--- src/source/conv_settings.svh ---
`ifndef CONV_SETTINGS_SVH
`define CONV_SETTINGS_SVH

// Feature map geometry
`define IFM_SIZE        5
`define KERNEL_SIZE     3
`define IFM_DEPTH       4

// One filter is computed per pass, chosen by the host
`define NUM_FILTERS     8

// Signed pixel, weight and output words
`define DATA_WIDTH      16
`define ACC_WIDTH       32

// Top bit of the host address picks weights or bias
`define HOST_ADDR_WIDTH 12

// Input FIFO depth, which is also the upstream credit count after reset
`define IN_CREDITS      4

// Output beats allowed before downstream returns a credit
`define OUT_CREDITS     2

`endif
--- src/source/conv_pkg.sv ---
`include "conv_settings.svh"

package conv_pkg;

	localparam int OUT_SIZE      = `IFM_SIZE - `KERNEL_SIZE + 1;
	localparam int WIN_TAPS      = `KERNEL_SIZE * `KERNEL_SIZE;
	localparam int WM_DEPTH      = WIN_TAPS * `IFM_DEPTH * `NUM_FILTERS;
	localparam int WM_ADDR_WIDTH = $clog2(WM_DEPTH);
	localparam int FILTER_WIDTH  = $clog2(`NUM_FILTERS);
	localparam int CHANNEL_WIDTH = $clog2(`IFM_DEPTH);
	localparam int TAP_WIDTH     = $clog2(WIN_TAPS);
	localparam int POS_WIDTH     = $clog2(OUT_SIZE * OUT_SIZE);

	// Unused bits between the region bit and the index in each view
	localparam int W_PAD_WIDTH = `HOST_ADDR_WIDTH - 1 - FILTER_WIDTH - CHANNEL_WIDTH - TAP_WIDTH;
	localparam int B_PAD_WIDTH = `HOST_ADDR_WIDTH - 1 - FILTER_WIDTH;

	localparam logic REGION_WEIGHT = 1'b0;
	localparam logic REGION_BIAS   = 1'b1;

	typedef struct packed {
		logic                     region;
		logic [W_PAD_WIDTH-1:0]   pad;
		logic [FILTER_WIDTH-1:0]  filter;
		logic [CHANNEL_WIDTH-1:0] channel;
		logic [TAP_WIDTH-1:0]     tap;
	} host_weight_t;

	typedef struct packed {
		logic                    region;
		logic [B_PAD_WIDTH-1:0]  pad;
		logic [FILTER_WIDTH-1:0] filter;
	} host_bias_t;

	// Same host word read as a weight index or as a bias index
	typedef union packed {
		host_weight_t weight;
		host_bias_t   bias;
	} host_addr_u;

endpackage

--- src/source/window_buffer.sv ---
`timescale 1ns/1ps
`include "conv_settings.svh"

module window_buffer (
	input  logic                               clk,
	input  logic                               rst_n,
	input  logic                               in_valid,
	input  logic signed [`DATA_WIDTH-1:0]      in_pixel,
	input  logic                               stall,
	output logic                               in_credit,
	output logic                               win_valid,
	output logic signed [`DATA_WIDTH-1:0]      win_pixels [conv_pkg::WIN_TAPS],
	output logic [conv_pkg::CHANNEL_WIDTH-1:0] win_channel,
	output logic [conv_pkg::POS_WIDTH-1:0]     win_pos
);
	import conv_pkg::*;

	localparam int LINE_LEN    = (`KERNEL_SIZE - 1) * `IFM_SIZE + `KERNEL_SIZE;
	localparam int PTR_WIDTH   = $clog2(`IN_CREDITS);
	localparam int COUNT_WIDTH = $clog2(`IN_CREDITS + 1);
	localparam int COORD_WIDTH = $clog2(`IFM_SIZE);

	logic signed [`DATA_WIDTH-1:0] fifo_mem [`IN_CREDITS];
	logic [PTR_WIDTH-1:0]          wr_ptr;
	logic [PTR_WIDTH-1:0]          rd_ptr;
	logic [COUNT_WIDTH-1:0]        fifo_count;
	logic                          pop;
	logic signed [`DATA_WIDTH-1:0] line [LINE_LEN];
	logic [COORD_WIDTH-1:0]        col;
	logic [COORD_WIDTH-1:0]        row;
	logic [CHANNEL_WIDTH-1:0]      channel;
	logic                          at_window;

	function automatic logic [PTR_WIDTH-1:0] next_ptr(input logic [PTR_WIDTH-1:0] ptr);
		return (ptr == PTR_WIDTH'(`IN_CREDITS - 1)) ? '0 : ptr + 1'b1;
	endfunction

	assign pop = (fifo_count != '0) && !stall;
	assign at_window = (row >= COORD_WIDTH'(`KERNEL_SIZE - 1))
		&& (col >= COORD_WIDTH'(`KERNEL_SIZE - 1));

	always_ff @(posedge clk)
	begin
		if (in_valid)
			fifo_mem[wr_ptr] <= in_pixel;
		if (pop)
		begin
			line[0] <= fifo_mem[rd_ptr]; // Newest pixel sits at the head of the line
			for (int i = 1; i < LINE_LEN; i++)
				line[i] <= line[i-1];
			win_channel <= channel;
			win_pos <= POS_WIDTH'((row - (`KERNEL_SIZE - 1)) * OUT_SIZE
				+ (col - (`KERNEL_SIZE - 1)));
		end
	end

	always_ff @(posedge clk)
	begin
		if (!rst_n)
		begin
			wr_ptr <= '0;
			rd_ptr <= '0;
			fifo_count <= '0;
			in_credit <= 1'b0;
			win_valid <= 1'b0;
			col <= '0;
			row <= '0;
			channel <= '0;
		end
		else
		begin
			if (in_valid)
				wr_ptr <= next_ptr(wr_ptr);
			if (pop)
				rd_ptr <= next_ptr(rd_ptr);
			case ({in_valid, pop})
				2'b10: fifo_count <= fifo_count + 1'b1;
				2'b01: fifo_count <= fifo_count - 1'b1;
				default: fifo_count <= fifo_count;
			endcase
			in_credit <= pop; // One credit back per pixel taken out
			if (!stall)
				win_valid <= pop && at_window;
			if (pop)
			begin
				if (col == COORD_WIDTH'(`IFM_SIZE - 1))
				begin
					col <= '0;
					if (row == COORD_WIDTH'(`IFM_SIZE - 1))
					begin
						row <= '0;
						channel <= (channel == CHANNEL_WIDTH'(`IFM_DEPTH - 1)) ? '0 : channel + 1'b1;
					end
					else
						row <= row + 1'b1;
				end
				else
					col <= col + 1'b1;
			end
		end
	end

	// Tap r*K+c is the pixel (K-1-r) rows and (K-1-c) columns behind the newest
	always_comb
	begin
		for (int r = 0; r < `KERNEL_SIZE; r++)
			for (int c = 0; c < `KERNEL_SIZE; c++)
				win_pixels[r * `KERNEL_SIZE + c] =
					line[(`KERNEL_SIZE - 1 - r) * `IFM_SIZE + (`KERNEL_SIZE - 1 - c)];
	end

	credit_no_overflow: assert property (@(posedge clk) disable iff (!rst_n)
		in_valid |-> fifo_count < COUNT_WIDTH'(`IN_CREDITS))
		else $error("window_buffer: pixel arrived with the input FIFO full");

endmodule

--- config.mk ---
export PLATFORM = sky130hd
export DESIGN_NAME = window_buffer
export DESIGN_NICKNAME = d
export VERILOG_FILES = /design/src/source/conv_pkg.sv /design/src/source/window_buffer.sv
export VERILOG_INCLUDE_DIRS = /design/src /design/src/source
export SDC_FILE = /design/constraint.sdc
export NUM_CORES = 1
export LEC_CHECK = 0
export ABC_AREA = 1
export BUFFER_PORTS_ARGS = -buffer_cell sky130_fd_sc_hd__buf_2
export CELL_PAD_IN_SITES_DETAIL_PLACEMENT = 0
export CELL_PAD_IN_SITES_GLOBAL_PLACEMENT = 2
export CORE_MARGIN = 5
export CORE_UTILIZATION = 46
export CTS_BUF_LIST = sky130_fd_sc_hd__clkbuf_4 sky130_fd_sc_hd__clkbuf_8
export DETAILED_ROUTE_END_ITERATION = 6
export PLACE_DENSITY_LB_ADDON = 0.1
export SETUP_SLACK_MARGIN = 0.15
export SLEW_MARGIN = 10
export SYNTH_ARGS = -nofsm -noshare
export SYNTH_HDL_FRONTEND = slang
export SYNTH_SLANG_ARGS = --single-unit
--- constraint.sdc ---
create_clock -name clk -period 7.51 [get_ports clk]
set_clock_uncertainty 0.1 [all_clocks]
set_input_delay 1.502 -clock clk [delete_from_list [all_inputs] [get_ports clk]]
set_output_delay 1.502 -clock clk [all_outputs]
set_load 0.02 [all_outputs]
; ---- Yosys cells after proc, flatten, opt, wreduce, memory -nomap -nowiden
; Memory sizes are Yosys's and may differ from the RTL's. A register that Yosys moved wholly into a read port is not among the register bits.
; Cells that the tools add are included.
[totals]
memories = 2
reg_bits = 23
out_inout_bits = 152
mem_bits_rw = 272
input_bits = 20
[mem_list]
columns = name, depth, word_bits, read_ports, rd_clocked_by_memory_dff, write_ports, line
row1 = line, 13, 16, 13, 0, 13, window_buffer.sv:28  ; logic signed [`DATA_WIDTH-1:0] line [LINE_LEN];
row2 = fifo_mem, 4, 16, 1, 1, 1, window_buffer.sv:23  ; logic signed [`DATA_WIDTH-1:0] fifo_mem [`IN_CREDITS];
[classes]
add_sub_neg = 10
eq_ne = 7
mul = 1
muxes = 12
order_cmp = 2
reduce_logical = 8
[op_table]
columns = cell, n
row1 = $mux 2, 5
row2 = $add 3x1->3 const B, 3
row3 = $eq 2x2->1 const B, 4
row4 = $sub 3x2->4 const B, 2
row5 = $add 2x1->2 const B, 3
row6 = $eq 3x3->1 const B, 2
row7 = $ge 3x2->1 const B, 2
row8 = $mux 3, 2
row9 = $pmux 3 s2, 1
row10 = $add 4x4->4, 1
row11 = $mul 4x3->4 const B, 1
row12 = $mux 1, 4
row13 = $logic_and 1x1->1, 3
row14 = $reduce_and 3->1, 1
row15 = $reduce_bool 3->1, 1
row16 = $sub 3x1->3 const B, 1
row17 = $eq 2x1->1 const B, 1
row18 = $reduce_and 2->1, 1
row19 = $reduce_bool 2->1, 1
row20 = $logic_not 1->1, 1

; ---- Longest topological paths before layout
[logic_depth]
word_depth = 4
mapped_depth = 12
depth_no_buf = 12

; ---- Worst setup path before layout
; Ideal clock, no wire load.
[synth_timing]
path_kind = input -> register
startpoint = in stall
endpoint = reg fifo_count[2]
required_ns = 7.291
cell_stages = 10
n_path_buf = 0
slack_ns = 3.081
t_arrival_ns = 4.210
cell_sequence = inv_2 nand2_4 inv_4 ha_1 inv_1 fa_1 nand2_1 nand3_1 o21ai_0 a21oi_1
[synth_via]
elab_chain_len = 4
[synth_rtl]
columns = item, line
row1 = start: declaration, window_buffer.sv:9  ; input logic stall,
row2 = $logic_not 1->1 *, -
row3 = $logic_and 1x1->1 *, window_buffer.sv:38  ; assign pop = (fifo_count != '0) && !stall;
row4 = named net pop, window_buffer.sv:27  ; logic pop;
row5 = $eq 2x1->1 or $eq 2x2->1 (tied branches), window_buffer.sv:76  ; case ({in_valid, pop})
row6 = $pmux 3 s2 or $reduce_bool 2->1 (tied branches), -
row7 = end signal: assignment, window_buffer.sv:77  ; 2'b10: fifo_count <= fifo_count + 1'b1;
row8 = end signal: assignment, window_buffer.sv:78  ; 2'b01: fifo_count <= fifo_count - 1'b1;
row9 = end signal: assignment, window_buffer.sv:79  ; default: fifo_count <= fifo_count;
row10 = end: declaration, window_buffer.sv:26  ; logic [COUNT_WIDTH-1:0] fifo_count;
; The timed path passes the listed nets; every way through them passes the cells marked *.
; A chain may end at the register's enable or synchronous reset.

==> flow_metrics.py <==
metrics = {
    "worst_setup_path": {
        "cp_slowest_cell": "buf_4",
        "required_ps": 7540,
        "slowest_delay_ps": 900,
        "cp.arrival_ps": 3460,
        "end_kind": "flip-flop",
        "crit_type": "primary input to flip-flop",
        "cp_max_fo": 142,
        "start_kind": "primary input",
        "crit_chain": "buf_2 -> inv_2 -> nand2_4 -> inv_8 -> buf_4",
    },
    "power_and_ir_drop": {
        "vdd_ir_drop_max_mv": 0.158,
        "power.density_nw_per_um2": 362,
        "cellLeakagePower_nw": 4.50,
        "p_total_mw": 4.35,
    },
    "drt": {
        "drt-pass1-iter-count": 4,
        "drt_iter0_drc": 253,
        "drtAntennaViolNets": 0,
        "wl_um": 16900,
        "post_drt_wl_per_cell_um": 15.6,
        "vias": 4952,
        "drt-vias-per-instance": 4.58,
        "drc": 0,
    },
    "cells_and_area": {
        "layout_common_cells": "278 x edfxtp_1, 171 x buf_2, 47 x clkbuf_8",
        "fin_util": 0.511,
        "final_common_cell": "edfxtp_1",
        "finalNonFillerCells": 1081,
        "drive_gt1_frac": 0.333,
        "fin_area_sq_um": 12000,
        "area_growth_pct": 9.13,
        "diodes": 0,
        "final_nets": 767,
    },
    "sta": {
        "finalMaxSlewViolations": 0,
        "hold_viol_final": 0,
        "finalCritPeriodShare": 0.456,
        "layout_setup_ws_ps": 4080,
        "finalSetupViolCount": 0,
        "worst_pin_slew_ps": 968,
        "grt_setup_unrepaired": "false",
        "hold_ws_ps": 314,
        "slew_headroom": 0.354,
        "setup_tns_ps": 0,
        "fin_crit_ps": 3430,
        "fmaxAchievable_mhz": 292,
    },
    "synth": {
        "synth_top_family_by_area": "buffers and inverters",
        "synth_fa_ha_area_frac": 0.0225,
        "synth.area.mux_share": 0,
        "ys_types": 24,
        "synth-simple-area-share": 0.0339,
        "syn_avg_cell_area_sq_um": 16.7,
        "yosys_warnings": 0,
        "ys_seq_elements": 297,
        "synthXorXnorAreaFrac": 0.00159,
        "synth-seq-area-share": 0.794,
        "synth_compound_area_frac": 0.0333,
        "syn_area_sq_um": 11000,
        "synth_fp_nets": 698,
        "netlist_instances": 660,
    },
    "place": {
        "place_hpwl_um": 10600,
        "port_buffers": 171,
        "place_congestion": 0.749,
        "placed_area_sq_um": 11100,
        "place_ws_ps": 3530,
        "dpl.cell_count": 999,
    },
    "floorplan": {
        "die_y_um": 165,
        "die_w_um": 165,
        "row_count": 56,
        "start_util": 0.468,
        "die-area_sq_um": 27100,
        "boundaryPins": 172,
        "coreArea_sq_um": 23500,
    },
    "clock_tree": {
        "ctsHoldBuffers": 0,
        "cts_tree": "built",
        "cts.reportedPaths.clkPinSlew_ps": 60,
        "cts_buffer_depth": 3,
        "cts_resized": 0,
        "clock_latency_ps": 530,
        "clkSinkCount": 297,
        "numCtsBuffers": 47,
        "clock-root-buffer": "clkbuf_8",
        "htree_levels": 2,
        "postCtsSetupRepairBufs": 0,
    },
    "global_route": {
        "grt.total_usage": 0.122,
        "grt_start_max_net_pins": 143,
        "antenna_found_initial": 1,
        "grt_pass1_vias": 5048,
        "grt_pass1_wl_um": 26100,
        "grt-ovfl-total": 0,
    },
    "worst_hold_path": {
        "hold_class": "flip-flop to flip-flop",
    },
    "flow_run": {
        "cap_viol_max_count": 0,
    },
    "run_status": {
        "status": "complete, no violations",
    },
}
[path summary, 6_finish.rpt]
| kind | start | cells past startpoint | to | slack (ps) |
|---|---|---|---|---|
| worst min register to register | line[0][57]$_DFFE_PN_ | 0 | line[0][73]$_DFFE_PN_ | 310 |
| worst max-delay path | stall | 5 | line[1][70]$_DFFE_PN_ | 4080 |
| worst max register to register | fifo_count[0]$_SDFFE_PN0P_ | 5 | line[1][70]$_DFFE_PN_ | 4750 |
| worst min-delay path | line[0][57]$_DFFE_PN_ | 0 | line[0][73]$_DFFE_PN_ | 310 |
[state kept, by name (all words and copies together), names as in the netlist, named ones only]
name / cells
channel: 2
col: 3
fifo_count: 3
fifo_mem: 64
in_credit: 1
line: 208
rd_ptr: 2
row: 3
win_channel: 2
win_pos: 4
win_valid: 1
wr_ptr: 2
[final cells by class]
cell class / count / area (sq um)
fill: 1973 / 11500
sequential: 297 / 8730
multi-input combinational: 175 / 1000
timing repair buffer: 173 / 871
clock buffer: 66 / 790
tap: 319 / 399
inverter: 35 / 139
clock inverter: 16 / 65.1
[layer usage]
layer,part of all wire,vias up,global-route usage
li1,-,2366,-
met1,0.41,2402,0.154
met2,0.49,153,0.202
met3,0.082,29,0.0359
met4,0.018,2,0.0454
met5,0.00065,-,0
[cell usage after synthesis]
| library cell | number | area, sq um |
|---|---|---|
| a21oi_1 | 8 | 40.0 |
| buf_2 | 9 | 45.0 |
| buf_4 | 144 | 1080 |
| dfxtp_1 | 19 | 380 |
| edfxtp_1 | 278 | 8350 |
| fa_1 | 3 | 60.1 |
| ha_1 | 15 | 188 |
| inv_1 | 29 | 109 |
| inv_2 | 5 | 18.8 |
| inv_4 | 1 | 6.26 |
| nand2_1 | 25 | 93.8 |
| nand2_2 | 1 | 6.26 |
| nand2_4 | 2 | 22.5 |
| nand3_1 | 7 | 35.0 |
| nand3_2 | 1 | 10.0 |
| nand4_1 | 1 | 6.26 |
| nand4_2 | 1 | 12.5 |
| nor2_1 | 45 | 169 |
| nor2_2 | 2 | 12.5 |
| nor3_1 | 1 | 5.00 |
| o21ai_0 | 27 | 135 |
| o21ai_1 | 17 | 85.1 |
| o22ai_1 | 17 | 106 |
| xor2_1 | 2 | 17.5 |
[logic make-up after synthesis]
logic type      after synthesis
buf+inv                     188
simple gates                 86
compound gates               69
flops                       297
fa+ha+maj                    18
xor+xnor                      2
[critical path: cells and delay by family]
| family | cells | cell delay, ps |
|---|---|---|
| and+or+nand+nor | 1 | 100 |
| buffers and inverters | 4 | 1780 |
[power breakdown]
part | switching [mW] | internal (mW) | leakage [nW]
registers | 0.124 | 2.26 | 2.75
clock network | 0.557 | 0.672 | 0.451
logic | 0.553 | 0.178 | 1.30
No activity file was read; power rests on OpenSTA's default activity.
