### src/source/conv_settings.svh
`ifndef CONV_SETTINGS_SVH
`define CONV_SETTINGS_SVH

// Feature map geometry
`define IFM_SIZE        5
`define KERNEL_SIZE     3
`define IFM_DEPTH       4

// One filter is computed per pass, chosen by the host
`define NUM_FILTERS     8

// Signed pixel, weight and output words
`define DATA_WIDTH      16
`define ACC_WIDTH       32

// Top bit of the host address picks weights or bias
`define HOST_ADDR_WIDTH 12

// Input FIFO depth, which is also the upstream credit count after reset
`define IN_CREDITS      4

// Output beats allowed before downstream returns a credit
`define OUT_CREDITS     2

`endif
### src/source/conv_pkg.sv
`include "conv_settings.svh"

package conv_pkg;

	localparam int OUT_SIZE      = `IFM_SIZE - `KERNEL_SIZE + 1;
	localparam int WIN_TAPS      = `KERNEL_SIZE * `KERNEL_SIZE;
	localparam int WM_DEPTH      = WIN_TAPS * `IFM_DEPTH * `NUM_FILTERS;
	localparam int WM_ADDR_WIDTH = $clog2(WM_DEPTH);
	localparam int FILTER_WIDTH  = $clog2(`NUM_FILTERS);
	localparam int CHANNEL_WIDTH = $clog2(`IFM_DEPTH);
	localparam int TAP_WIDTH     = $clog2(WIN_TAPS);
	localparam int POS_WIDTH     = $clog2(OUT_SIZE * OUT_SIZE);

	// Unused bits between the region bit and the index in each view
	localparam int W_PAD_WIDTH = `HOST_ADDR_WIDTH - 1 - FILTER_WIDTH - CHANNEL_WIDTH - TAP_WIDTH;
	localparam int B_PAD_WIDTH = `HOST_ADDR_WIDTH - 1 - FILTER_WIDTH;

	localparam logic REGION_WEIGHT = 1'b0;
	localparam logic REGION_BIAS   = 1'b1;

	typedef struct packed {
		logic                     region;
		logic [W_PAD_WIDTH-1:0]   pad;
		logic [FILTER_WIDTH-1:0]  filter;
		logic [CHANNEL_WIDTH-1:0] channel;
		logic [TAP_WIDTH-1:0]     tap;
	} host_weight_t;

	typedef struct packed {
		logic                    region;
		logic [B_PAD_WIDTH-1:0]  pad;
		logic [FILTER_WIDTH-1:0] filter;
	} host_bias_t;

	// Same host word read as a weight index or as a bias index
	typedef union packed {
		host_weight_t weight;
		host_bias_t   bias;
	} host_addr_u;

endpackage

### src/source/bias_accumulator.sv
`timescale 1ns/1ps
`include "conv_settings.svh"

module bias_accumulator (
	input  logic                               clk,
	input  logic                               rst_n,
	input  logic                               dot_valid,
	input  logic signed [`ACC_WIDTH-1:0]       dot_value,
	input  logic [conv_pkg::CHANNEL_WIDTH-1:0] dot_channel,
	input  logic [conv_pkg::POS_WIDTH-1:0]     dot_pos,
	input  logic signed [`DATA_WIDTH-1:0]      bias_data,
	input  logic                               out_credit,
	output logic                               stall,
	output logic                               out_valid,
	output logic signed [`DATA_WIDTH-1:0]      out_data
);
	import conv_pkg::*;

	localparam int CREDIT_WIDTH = $clog2(`OUT_CREDITS + 1);
	localparam logic signed [`ACC_WIDTH-1:0] SAT_MAX = `ACC_WIDTH'(2 ** (`DATA_WIDTH - 1) - 1);

	logic signed [`ACC_WIDTH-1:0]  psum_mem [OUT_SIZE * OUT_SIZE];
	logic signed [`ACC_WIDTH-1:0]  psum_base;
	logic signed [`ACC_WIDTH-1:0]  total;
	logic signed [`DATA_WIDTH-1:0] result;
	logic signed [`DATA_WIDTH-1:0] pend_data;
	logic [CREDIT_WIDTH-1:0]       credits;
	logic                          pending;
	logic                          has_credit;
	logic                          accept;
	logic                          last_chan;
	logic                          send_pend;
	logic                          send_new;
	logic                          spend;

	assign has_credit = credits != '0;
	assign stall = pending && !has_credit; // A finished result has nowhere to go
	assign accept = dot_valid && !stall;
	assign last_chan = dot_channel == CHANNEL_WIDTH'(`IFM_DEPTH - 1);
	assign send_pend = pending && has_credit;
	assign send_new = accept && last_chan && has_credit && !pending;
	assign spend = send_pend || send_new;

	always_comb
	begin
		psum_base = (dot_channel == '0) ? '0 : psum_mem[dot_pos]; // Channel 0 starts a fresh sum
		total = psum_base + dot_value + `ACC_WIDTH'(bias_data);
		if (total < 0)
			result = '0;
		else if (total > SAT_MAX)
			result = `DATA_WIDTH'(SAT_MAX);
		else
			result = total[`DATA_WIDTH-1:0];
	end

	always_ff @(posedge clk)
	begin
		if (accept && !last_chan)
			psum_mem[dot_pos] <= psum_base + dot_value;
		if (accept && last_chan && !send_new)
			pend_data <= result;
		if (spend)
			out_data <= send_pend ? pend_data : result;
	end

	always_ff @(posedge clk)
	begin
		if (!rst_n)
		begin
			pending <= 1'b0;
			out_valid <= 1'b0;
			credits <= CREDIT_WIDTH'(`OUT_CREDITS);
		end
		else
		begin
			out_valid <= spend;
			if (accept && last_chan && !send_new)
				pending <= 1'b1;
			else if (send_pend)
				pending <= 1'b0;
			case ({out_credit, spend})
				2'b10: credits <= credits + 1'b1;
				2'b01: credits <= credits - 1'b1;
				default: credits <= credits;
			endcase
		end
	end

	// Downstream never returns more credits than it was given
	credit_bound: assert property (@(posedge clk) disable iff (!rst_n)
		credits <= CREDIT_WIDTH'(`OUT_CREDITS))
		else $error("bias_accumulator: output credit count above its initial value");

endmodule

### config.mk
export PLATFORM = sky130hd
export DESIGN_NAME = bias_accumulator
export DESIGN_NICKNAME = d
export VERILOG_FILES = /design/src/source/conv_pkg.sv /design/src/source/bias_accumulator.sv
export VERILOG_INCLUDE_DIRS = /design/src /design/src/source
export SDC_FILE = /design/constraint.sdc
export NUM_CORES = 1
export LEC_CHECK = 0
export ABC_AREA = 1
export BUFFER_PORTS_ARGS = -buffer_cell sky130_fd_sc_hd__buf_4
export CORE_MARGIN = 2
export CORE_UTILIZATION = 45
export CTS_BUF_LIST = sky130_fd_sc_hd__clkbuf_4 sky130_fd_sc_hd__clkbuf_8 sky130_fd_sc_hd__clkbuf_16
export DETAILED_ROUTE_END_ITERATION = 7
export GPL_ROUTABILITY_DRIVEN = 0
export PLACE_DENSITY = 0.73
export SLEW_MARGIN = 20
export SYNTH_ARGS = -nofsm -noshare
export SYNTH_HDL_FRONTEND = slang
export SYNTH_SLANG_ARGS = --single-unit
### constraint.sdc
create_clock -name clk -period 5.8 [get_ports clk]
set_input_delay 0.58 -clock clk [delete_from_list [all_inputs] [get_ports clk]]
set_output_delay 0.58 -clock clk [all_outputs]
set_load 0.01 [all_outputs]
* Yosys cells after proc, flatten, opt, wreduce, memory -nomap -nowiden
Memories as Yosys holds them, arrays and structs flattened.
Cells that the tools add are included.
** Operators by class
- Add/sub/neg operators :: 4
- Multipliers :: 0
- Div/mod/pow operators :: 0
- $lt $le $gt $ge :: 2
- Eq/ne operators :: 3
- Shift operators :: 0
- Mux-type cells :: 9
- Bitwise gates (word level) :: 0
- Reductions and logical operators :: 18
** Operators with widths (number)
- 16-bit two-way mux :: 3
- 32-bit by 16-bit adder with 32-bit output :: 1
- 32-bit adder :: 1
- 32-bit by 16-bit greater-than comparator with 1-bit output, second input constant :: 1
- 32-bit by 1-bit less-than comparator with 1-bit output, second input constant :: 1
- 32-bit two-way mux :: 1
- 1-bit logical AND :: 8
- 2-bit nonzero test :: 3
- 1-bit logical NOT :: 5
- 2-bit equality test, second input constant :: 2
- 1-bit two-way mux :: 4
- 2-bit one-hot mux with 2 select lines :: 1
- 2-bit by 1-bit adder with 2-bit output, second input constant :: 1
- 2-bit by 1-bit equality test with 1-bit output, second input constant :: 1
- 2-bit logical NOT :: 1
- 2-bit by 1-bit subtractor with 2-bit output, second input constant :: 1
- 1-bit logical OR :: 1
** Word-level totals
- Register bits :: 36
- Bits in latches :: 0
- Bits in writable memories :: 288
- ROM bits :: 0
- Input port bits :: 58
- Output and inout bits :: 18
- Word-level logic and storage cells :: 42
- Memories kept :: 1
** Memories
- psum_mem :: depth 9, width 32, rd ports 1, clocked after memory_dff 0, write ports 1, RTL line bias_accumulator.sv:22 : logic signed [`ACC_WIDTH-1:0] psum_mem [OUT_SIZE * OUT_SIZE];

* Longest topological paths before layout
Gate-level depths: netlist of the first run.
- Word-level depth :: 11
- Depth in mapped cells :: 39
- Gate-level depth less buffers :: 37

* Worst setup path before layout of the first run
OpenSTA, ideal clock, no wires.
- Path kind :: input to register
- From :: input port dot_pos[0] in the netlist's numbering
- To :: register pend_data[11], data pin
- Setup time :: 0.260 ns
- Data arrival time :: 5.370 ns
- Data required time :: 5.540 ns
- Slack :: 0.170 ns
- Cell stages on the path :: 36
- Buffers on the path :: 4
- Cells stage by stage :: nor2_1 > clkbuf_1 > clkbuf_1 > a22oi_1 > a21oi_1 > a211o_1 > nand2_1 > inv_1 > ha_1 > fa_1 > nand3_1 > nand2_1 > a21oi_1 > o21ai_0 > a31oi_1 > o21ai_0 > a21oi_1 > xnor2_1 > ha_1 > nand2_1 > inv_1 > nand2_1 > nand2_1 > a21oi_1 > nor2_1 > nor2_1 > nand2_1 > nand2_1 > nand2_1 > inv_1 > nand3_1 > nor2_4 > and2_1 > buf_6 > buf_12 > a21oi_2
** On the way
- Cells in the longest elaborated chain, start to end :: 7
- Elaborated cells between the ends (all ways) :: 8
- Classes of those cells :: add/sub (2); order compare (2); mux (3); memory (1)
** RTL lines
- start, declared :: RTL line bias_accumulator.sv:10 : input logic [conv_pkg::POS_WIDTH-1:0] dot_pos,
- memory 9 x 32 bit (*)
- 32-bit two-way mux (*) :: RTL line bias_accumulator.sv:46 : psum_base = (dot_channel == '0) ? '0 : psum_mem[dot_pos];
- 32-bit adder (*) :: RTL line bias_accumulator.sv:47 : total = psum_base + dot_value + `ACC_WIDTH'(bias_data);
- 32-bit by 16-bit adder with 32-bit output (*) :: RTL line bias_accumulator.sv:47
- 32-bit by 16-bit greater-than comparator with 1-bit output :: RTL line bias_accumulator.sv:50 : else if (total > SAT_MAX)
- 16-bit two-way mux :: RTL line bias_accumulator.sv:50
- 16-bit two-way mux (*) :: RTL line bias_accumulator.sv:48 : if (total < 0)
- via result[11] :: RTL line bias_accumulator.sv:25 : logic signed [`DATA_WIDTH-1:0] result;
- end signal, assigned :: RTL line bias_accumulator.sv:61 : pend_data <= result;
- end, declared :: RTL line bias_accumulator.sv:26 : logic signed [`DATA_WIDTH-1:0] pend_data;
Mark *: on every way through the listed nets, which the timed path passes. The rest lies on a longest branch.
A chain may end at the register's enable or synchronous reset.

* Worst setup path after layout of the first run
- From :: input port dot_pos[0] in the netlist's numbering
- To :: register pend_data[4], data pin
The elaborated chain is that of the path after synthesis.

==> results of run 1 <==
-- worst register-to-register path: cells and delay by family, from the launching register on --
family / cells / cell delay, ns
XOR/XNOR: 1 / 0.19
AND/OR/NAND/NOR: 12 / 1.69
buffers and inverters: 6 / 0.77
flip-flops: 1 / 0.36
adder cells (fa/ha/maj): 3 / 0.98
AO/OA/AOI/OAI: 7 / 1.17
-- layout by cell type, fill, tap and decap left out, types with 8 or more instances in the layout --
| cell | n |
|---|---|
| edfxtp_1 | 320 |
| nand2_1 | 308 |
| buf_4 | 257 |
| inv_1 | 154 |
| a22oi_1 | 122 |
| a21oi_1 | 107 |
| nand3_1 | 80 |
| nor2_1 | 73 |
| ha_1 | 57 |
| clkbuf_16 | 35 |
| o21ai_0 | 31 |
| a21oi_2 | 21 |
| xnor2_1 | 19 |
| a211o_1 | 18 |
| xor2_1 | 14 |
| a22o_1 | 13 |
| nand4_1 | 12 |
| clkinv_1 | 11 |
| nor2_2 | 11 |
| nand2_2 | 10 |
| inv_2 | 9 |
| nor3_2 | 8 |
| clkinv_2 | 8 |
| buf_12 | 8 |
-- layout make-up --
class,count,share of cell area [%]
sequential,324,48.2
inverter,165,3.08
clock buffer,39,4.51
tap,461,2.87
clock inverter,21,0.635
timing repair buffer,268,10.6
multi-input combinational,985,30.1
-- routing by layer --
metal | up-vias | routed length (µm) | global-route usage (%)
met3 | 94 | 4610 | 3.83
met4 | 0 | 1270 | 7.27
met2 | 748 | 21100 | 37.7
met1 | 6163 | 19600 | 34.7
met5 | - | 0 | 0
li1 | 5962 | - | -
-- power by group --
part / switching, W / leakage [nW] / internal [W] / total [W]
clock: 0.000860 / 0.514 / 0.00116 / 0.00202
combinational: 0.00125 / 4.79 / 0.000808 / 0.00205
sequential: 0.0000131 / 2.92 / 0.00278 / 0.00279
-- synth_stat cells, drive strengths merged --
cell type,instances
or2,1
o21bai,7
nor3b,2
xor2,21
edfxtp,320
nand3,83
nor4,3
nor2,89
o21ai,37
a21boi,2
o221ai,2
ha,63
nand2,318
a211oi,1
a22o,13
clkinv,2
a31oi,1
nand3b,4
a22oi,128
and2,3
nand4,12
dfxtp,4
buf,13
nor3,17
a21oi,129
o21a,3
inv,163
xnor2,22
fa,2
a211o,18
clkbuf,35
a21o,2
conb,1
o211ai,1
-- worst max-delay path by stage --
stage / startpoint / to
floorplan: dot_pos[0] / pend_data[11]
global placement: dot_pos[0] / out_data[6]
detailed placement: dot_pos[0] / out_data[6]
CTS: dot_pos[0] / out_data[6]
global route: dot_pos[0] / pend_data[3]
finish: dot_pos[0] / pend_data[4]
-- cells by family after synthesis --
group | after synthesis | share of synthesized area (%)
flip-flops | 324 | 59.7
adder cells (fa/ha/maj) | 65 | 5.10
XOR/XNOR | 43 | 2.32
other | 1 | 0.0231
AO/OA/AOI/OAI | 344 | 13.9
AND/OR/NAND/NOR | 532 | 13.8
buffers and inverters | 213 | 5.14
-- repair_timing --
item,in CTS,in global routing
pin swaps,0,8
endpoints found under the hold margin,0,0
resized for setup,1,57
setup endpoints to repair,30,30
setup buffers,0,4
-- per-stage QoR --
stage	setup slack (ns)	power, W	std cells	setup TNS, ns	utilization [%]
after floorplan	0.170	0.00393	1522	0	-
after global placement	-0.412	0.00475	2199	-11.17	52.7
after detailed placement	-0.500	0.00478	2199	-14.10	52.7
after CTS	0.0846	0.00680	2259	0	55.6
after global routing	-0.101	0.00717	2263	-1.66	56.5
final	0.293	0.00687	2263	0	56.5
-- flip-flops by register name (all words and copies together), names as in the netlist --
name,flops
pending,1
psum_mem,288
out_valid,1
out_data,16
credits,2
pend_data,16
==> flow_summary_export.csv, run 1 <==
group,metric,value,unit
synthesis,yosys-top-cells-area,"edfxtp_1 59%, nand2_1 7.3%, a22oi_1 5.9%",
synthesis,synth_cell_types,46,
routing,vias_per_cell,5.73,
worst_setup_path,cp.arrival,5.76,ns
placement,place_area,18700,µm²
min_path,whs_endpoint,"pending",
clock_network,clk_pin_slew_worst_paths,0.06,ns
finish,antennaDiodeCount,0,
min_path,holdCritPathClass,"input pin to flop",
die,die_y,194,µm
die,rows,69,
clock_network,cts_tree,"yes",
routing,routed-via-count,13000,
global_routing,globalRoute.totalOverflow,0,
routing,drtIter0Drc,1656,
worst_setup_path,crit_family,"compound AO/OA/AOI/OAI gates",
finish,register_area,9690,µm²
synthesis,yosys.area.top_type,"edfxtp_1",
worst_setup_path,reg2reg_depth,29,
min_path,hp-start,"rst_n",
flow_run,maxCapViolCount,0,
die,start_util,45.6,%
finish,final_cell_area,20100,µm²
synthesis,netlist.area_leader.share,59.2,%
placement,io_buffer_count,75,
die,coreArea,35600,µm²
worst_setup_path,crit_slowest_cell,"ha_1",
worst_setup_path,reg2reg_from,"psum_mem[4][0]",
worst_setup_path,crit_required,6.06,ns
pwr,power.density,342,nW/µm²
synthesis,ys_warn_count,0,
worst_setup_path,worst_setup_path_end_kind,"flop",
clock_network,numCtsBuffers,34,
sta,max_freq,182,MHz
global_routing,antenna_found_initial,0,
worst_setup_path,r2r_slack,0.40,ns
routing,firstDrtPassIters,6,
run_status,outcome,"complete, no violations",
global_routing,grt_start_max_net_pins,36,
synthesis,synth_area_per_cell,10.7,µm²
die,ioPinCount,76,
global_routing,grt_pass1_wl,70000,µm
worst_setup_path,r2r_end,"pend_data[4]",
synthesis,synthCells,1522,
sta,layout_min_cycle_time,5.51,ns
worst_setup_path,cp_slowest_stage_delay,0.33,ns
placement,place_hpwl,32500,µm
sta,finClkSkew,0.0225,ns
clock_network,clk_latency,0.51,ns
finish,drive_gt1_share,23.1,%
clock_network,cts_root_buffer,"clkbuf_16",
worst_setup_path,crit_fanout,15,
routing,drt-total-wl,46600,µm
synthesis,syn_nets,1645,
die,die_width,194,µm
sta,maxSlewHeadroom,30.5,%
worst_setup_path,crit_type,"input pin to flop",
global_routing,track_usage,24.1,%
worst_setup_path,critPathBufInv,6,
sta,finalSetupViolCount,0,
finish,n_fill_cell,2928,
sta,holdWs,0.340,ns
finish,synthToLayoutAreaGrowth,23.8,%
finish,final_nets,1901,
pwr,ir_drop,0.206,mV
routing,routedWlPerCell,20.6,µm
synthesis,ys_seq_area_share,59.7,%
sta,worstMarginPinSlew,1.04,ns
worst_setup_path,cp_num_cells,34,
synthesis,synth-seq-cells,324,
routing,ant_nets,0,
synthesis,syn_area,16200,µm²
finish,multi_input_area,6050,µm²
sta,timing.final.hold_violations,0,
sta,drv_slew,0,
routing,drc,0,
clock_network,hold_buffers,0,
worst_setup_path,start_kind,"input pin",
pwr,p_leak,8.23,nW
sta,min_period_over_period,94.9,%
min_path,hold_path_depth,3,
die,fp.dieArea,37600,µm²
worst_setup_path,crit_path_frequent_cell,"nand2_1",
clock_network,h-tree-depth,2,
clock_network,clockBufferDepth,3,
global_routing,grt_pass1_vias,12400,
clock_network,clkSinkCount,324,
Note: power is estimated with default switching activity, not from simulation.
==> run 2: changes to the inputs <==
--- a/config.mk
+++ b/config.mk
@@ -13,7 +13,7 @@
 export CTS_BUF_LIST = sky130_fd_sc_hd__clkbuf_4 sky130_fd_sc_hd__clkbuf_8 sky130_fd_sc_hd__clkbuf_16
 export DETAILED_ROUTE_END_ITERATION = 7
 export GPL_ROUTABILITY_DRIVEN = 0
-export PLACE_DENSITY = 0.73
+export PLACE_DENSITY = 0.7
 export SLEW_MARGIN = 20
 export SYNTH_ARGS = -nofsm -noshare
 export SYNTH_HDL_FRONTEND = slang
==> constraint.sdc (replaced) <==
create_clock -name clk -period 6.3 [get_ports clk]
set_input_delay 0.63 -clock clk [delete_from_list [all_inputs] [get_ports clk]]
set_output_delay 0.63 -clock clk [all_outputs]
set_load 0.01 [all_outputs]
==> flow_summary_export.csv, run 2 (synthesized netlist as in run 1, its figures left out) <==
group,metric,value,unit
run_status,outcome,"complete, no violations",
global_routing,use_met1,32.7,%
worst_setup_path,cp_slowest_stage_delay,0.87,ns
clock_network,clockBufferDepth,3,
global_routing,antenna_found_initial,0,
die,rows,69,
routing,firstDrtPassIters,5,
worst_setup_path,start_kind,"input pin",
clock_network,cts_tree,"yes",
routing,drtIter0Drc,1368,
finish,layout_common_cells,"320 x edfxtp_1, 314 x nand2_1, 171 x buf_4",
clock_network,clk_pin_slew_worst_paths,0.06,ns
global_routing,track_usage,23.5,%
finish,final_util,54.2,%
worst_setup_path,r2r_slack,0.62,ns
die,start_util,45.6,%
routing,vias_per_cell,5.74,
routing,drt-total-wl,45000,µm
global_routing,use_met2,37.2,%
placement,place_hpwl,31200,µm
min_path,hp-start,"rst_n",
finish,final_nets,1812,
sta,totalNegativeSetupSlack,0,ns
sta,holdWs,0.386,ns
worst_setup_path,cp.arrival,6.24,ns
finish,layout_commonest_cell,"edfxtp_1",
worst_setup_path,r2r_end,"out_data[6]",
clock_network,cts_root_buffer,"clkbuf_16",
pwr,p_leak,7.76,nW
die,die_y,194,µm
pwr,power.density,318,nW/µm²
global_routing,gr-usage-met3,5.67,%
finish,regMostFlops,"psum_mem",
global_routing,grt_start_max_net_pins,45,
worst_setup_path,reg2reg_from,"psum_mem[3][11]",
global_routing,grt_pass1_vias,12100,
flow_run,maxCapViolCount,0,
finish,top_regs,"psum_mem: 288 flops, out_data: 16 flops, pend_data: 16 flops",
pwr,ir_drop,0.170,mV
worst_setup_path,crit_fanout,44,
clock_network,h-tree-depth,2,
min_path,holdCritPathClass,"input pin to flop",
finish,drive_gt1_share,16.9,%
sta,timing.final.hold_violations,0,
sta,layout_min_cycle_time,5.99,ns
worst_setup_path,reg2reg_depth,27,
worst_setup_path,crit_type,"input pin to flop",
die,ioPinCount,76,
placement,dp_slack,-0.338,ns
pwr,power,0.00613,W
finish,antennaDiodeCount,0,
die,coreArea,35600,µm²
clock_network,hold_buffers,0,
global_routing,grt.busiest_layer,"met2",
routing,routedWlPerCell,20.8,µm
clock_network,numCtsBuffers,34,
clock_network,clk_latency,0.51,ns
worst_setup_path,crit_slowest_cell,"xnor2_1",
sta,drv_slew,0,
sta,worstMarginPinSlew,1.18,ns
worst_setup_path,crit_path_frequent_cell,"nand2_1",
sta,maxSlewHeadroom,21.3,%
min_path,whs_endpoint,"credits[0]",
die,die_width,194,µm
sta,finalSetupViolCount,0,
routing,routed-via-count,12500,
routing,ant_nets,0,
finish,synthToLayoutAreaGrowth,18.8,%
sta,max_freq,167,MHz
global_routing,grt_pass1_wl,68300,µm
routing,drc,0,
placement,io_buffer_count,75,
min_path,hold_path_depth,3,
die,fp.dieArea,37600,µm²
worst_setup_path,crit_required,6.55,ns
sta,finClkSkew,0.0199,ns
worst_setup_path,worst_setup_path_end_kind,"flop",
clock_network,clkSinkCount,324,
finish,largest_reg_flops,288,
sta,min_period_over_period,95.1,%
global_routing,globalRoute.totalOverflow,0,
sta,setup_ws,0.311,ns
==> run 2: layout make-up <==
| type | instances | area, µm² |
|---|---|---|
| clock buffers | 39 | 906 |
| multi-input cells | 985 | 5900 |
| well taps | 461 | 577 |
| repair buffers | 179 | 1440 |
| flip-flops and latches | 324 | 9690 |
| clock inverters | 15 | 150 |
| inverters | 165 | 619 |
| fillers | 3040 | 16300 |
==> run 2: where the power goes <==
group	internal [W]	leakage [nW]	total, W	switching (W)
sequential	0.00256	2.92	0.00257	0.0000126
clock	0.00115	0.516	0.00192	0.000776
combinational	0.000541	4.32	0.00163	0.00109
==> run 2: per-stage QoR <==
step           instance area [µm²]  cells
6_report                     19300   2168
3_3_place_gp                 18100   2112
5_1_grt                      19300   2168
4_1_cts                      19200   2167
3_5_place_dp                 18100   2113
2_1_floorplan                16200   1522
==> run 2: worst max-delay path, delay by kind of cell <==
kind | cells | cell delay (ns)
and+or+nand+nor | 13 | 1.43
AOI/OAI and AO/OA | 7 | 1.61
xor gates and xnor gates | 1 | 0.87
buffers and inverters | 8 | 0.93
adders and majority gates | 2 | 0.75
==> run 2: worst max-delay path by stage <==
stage,from,end,slack (ns),depth (start not counted)
after floorplan,dot_pos[0],pend_data[11],0.62,36
after global placement,dot_pos[0],out_data[14],-0.26,38
after detailed placement,dot_pos[0],out_data[6],-0.34,38
after CTS,dot_pos[0],out_data[6],0.18,38
after global routing,dot_pos[0],out_data[5],-0.01,36
final,dot_pos[1],out_data[6],0.31,31
==> run 2: routing by layer <==
| metal | share of wire [%] | up-vias |
|---|---|---|
| li1 | - | 5777 |
| met1 | 43 | 6006 |
| met2 | 45 | 592 |
| met5 | 0 | - |
| met4 | 2.3 | 0 |
| met3 | 9.8 | 78 |
==> run 2: repair_timing <==
item | in CTS | in global routing
gates resized for setup | 0 | 13
hold endpoints to repair | 0 | 0
setup buffers | 0 | 1
setup endpoints to repair | 0 | 30
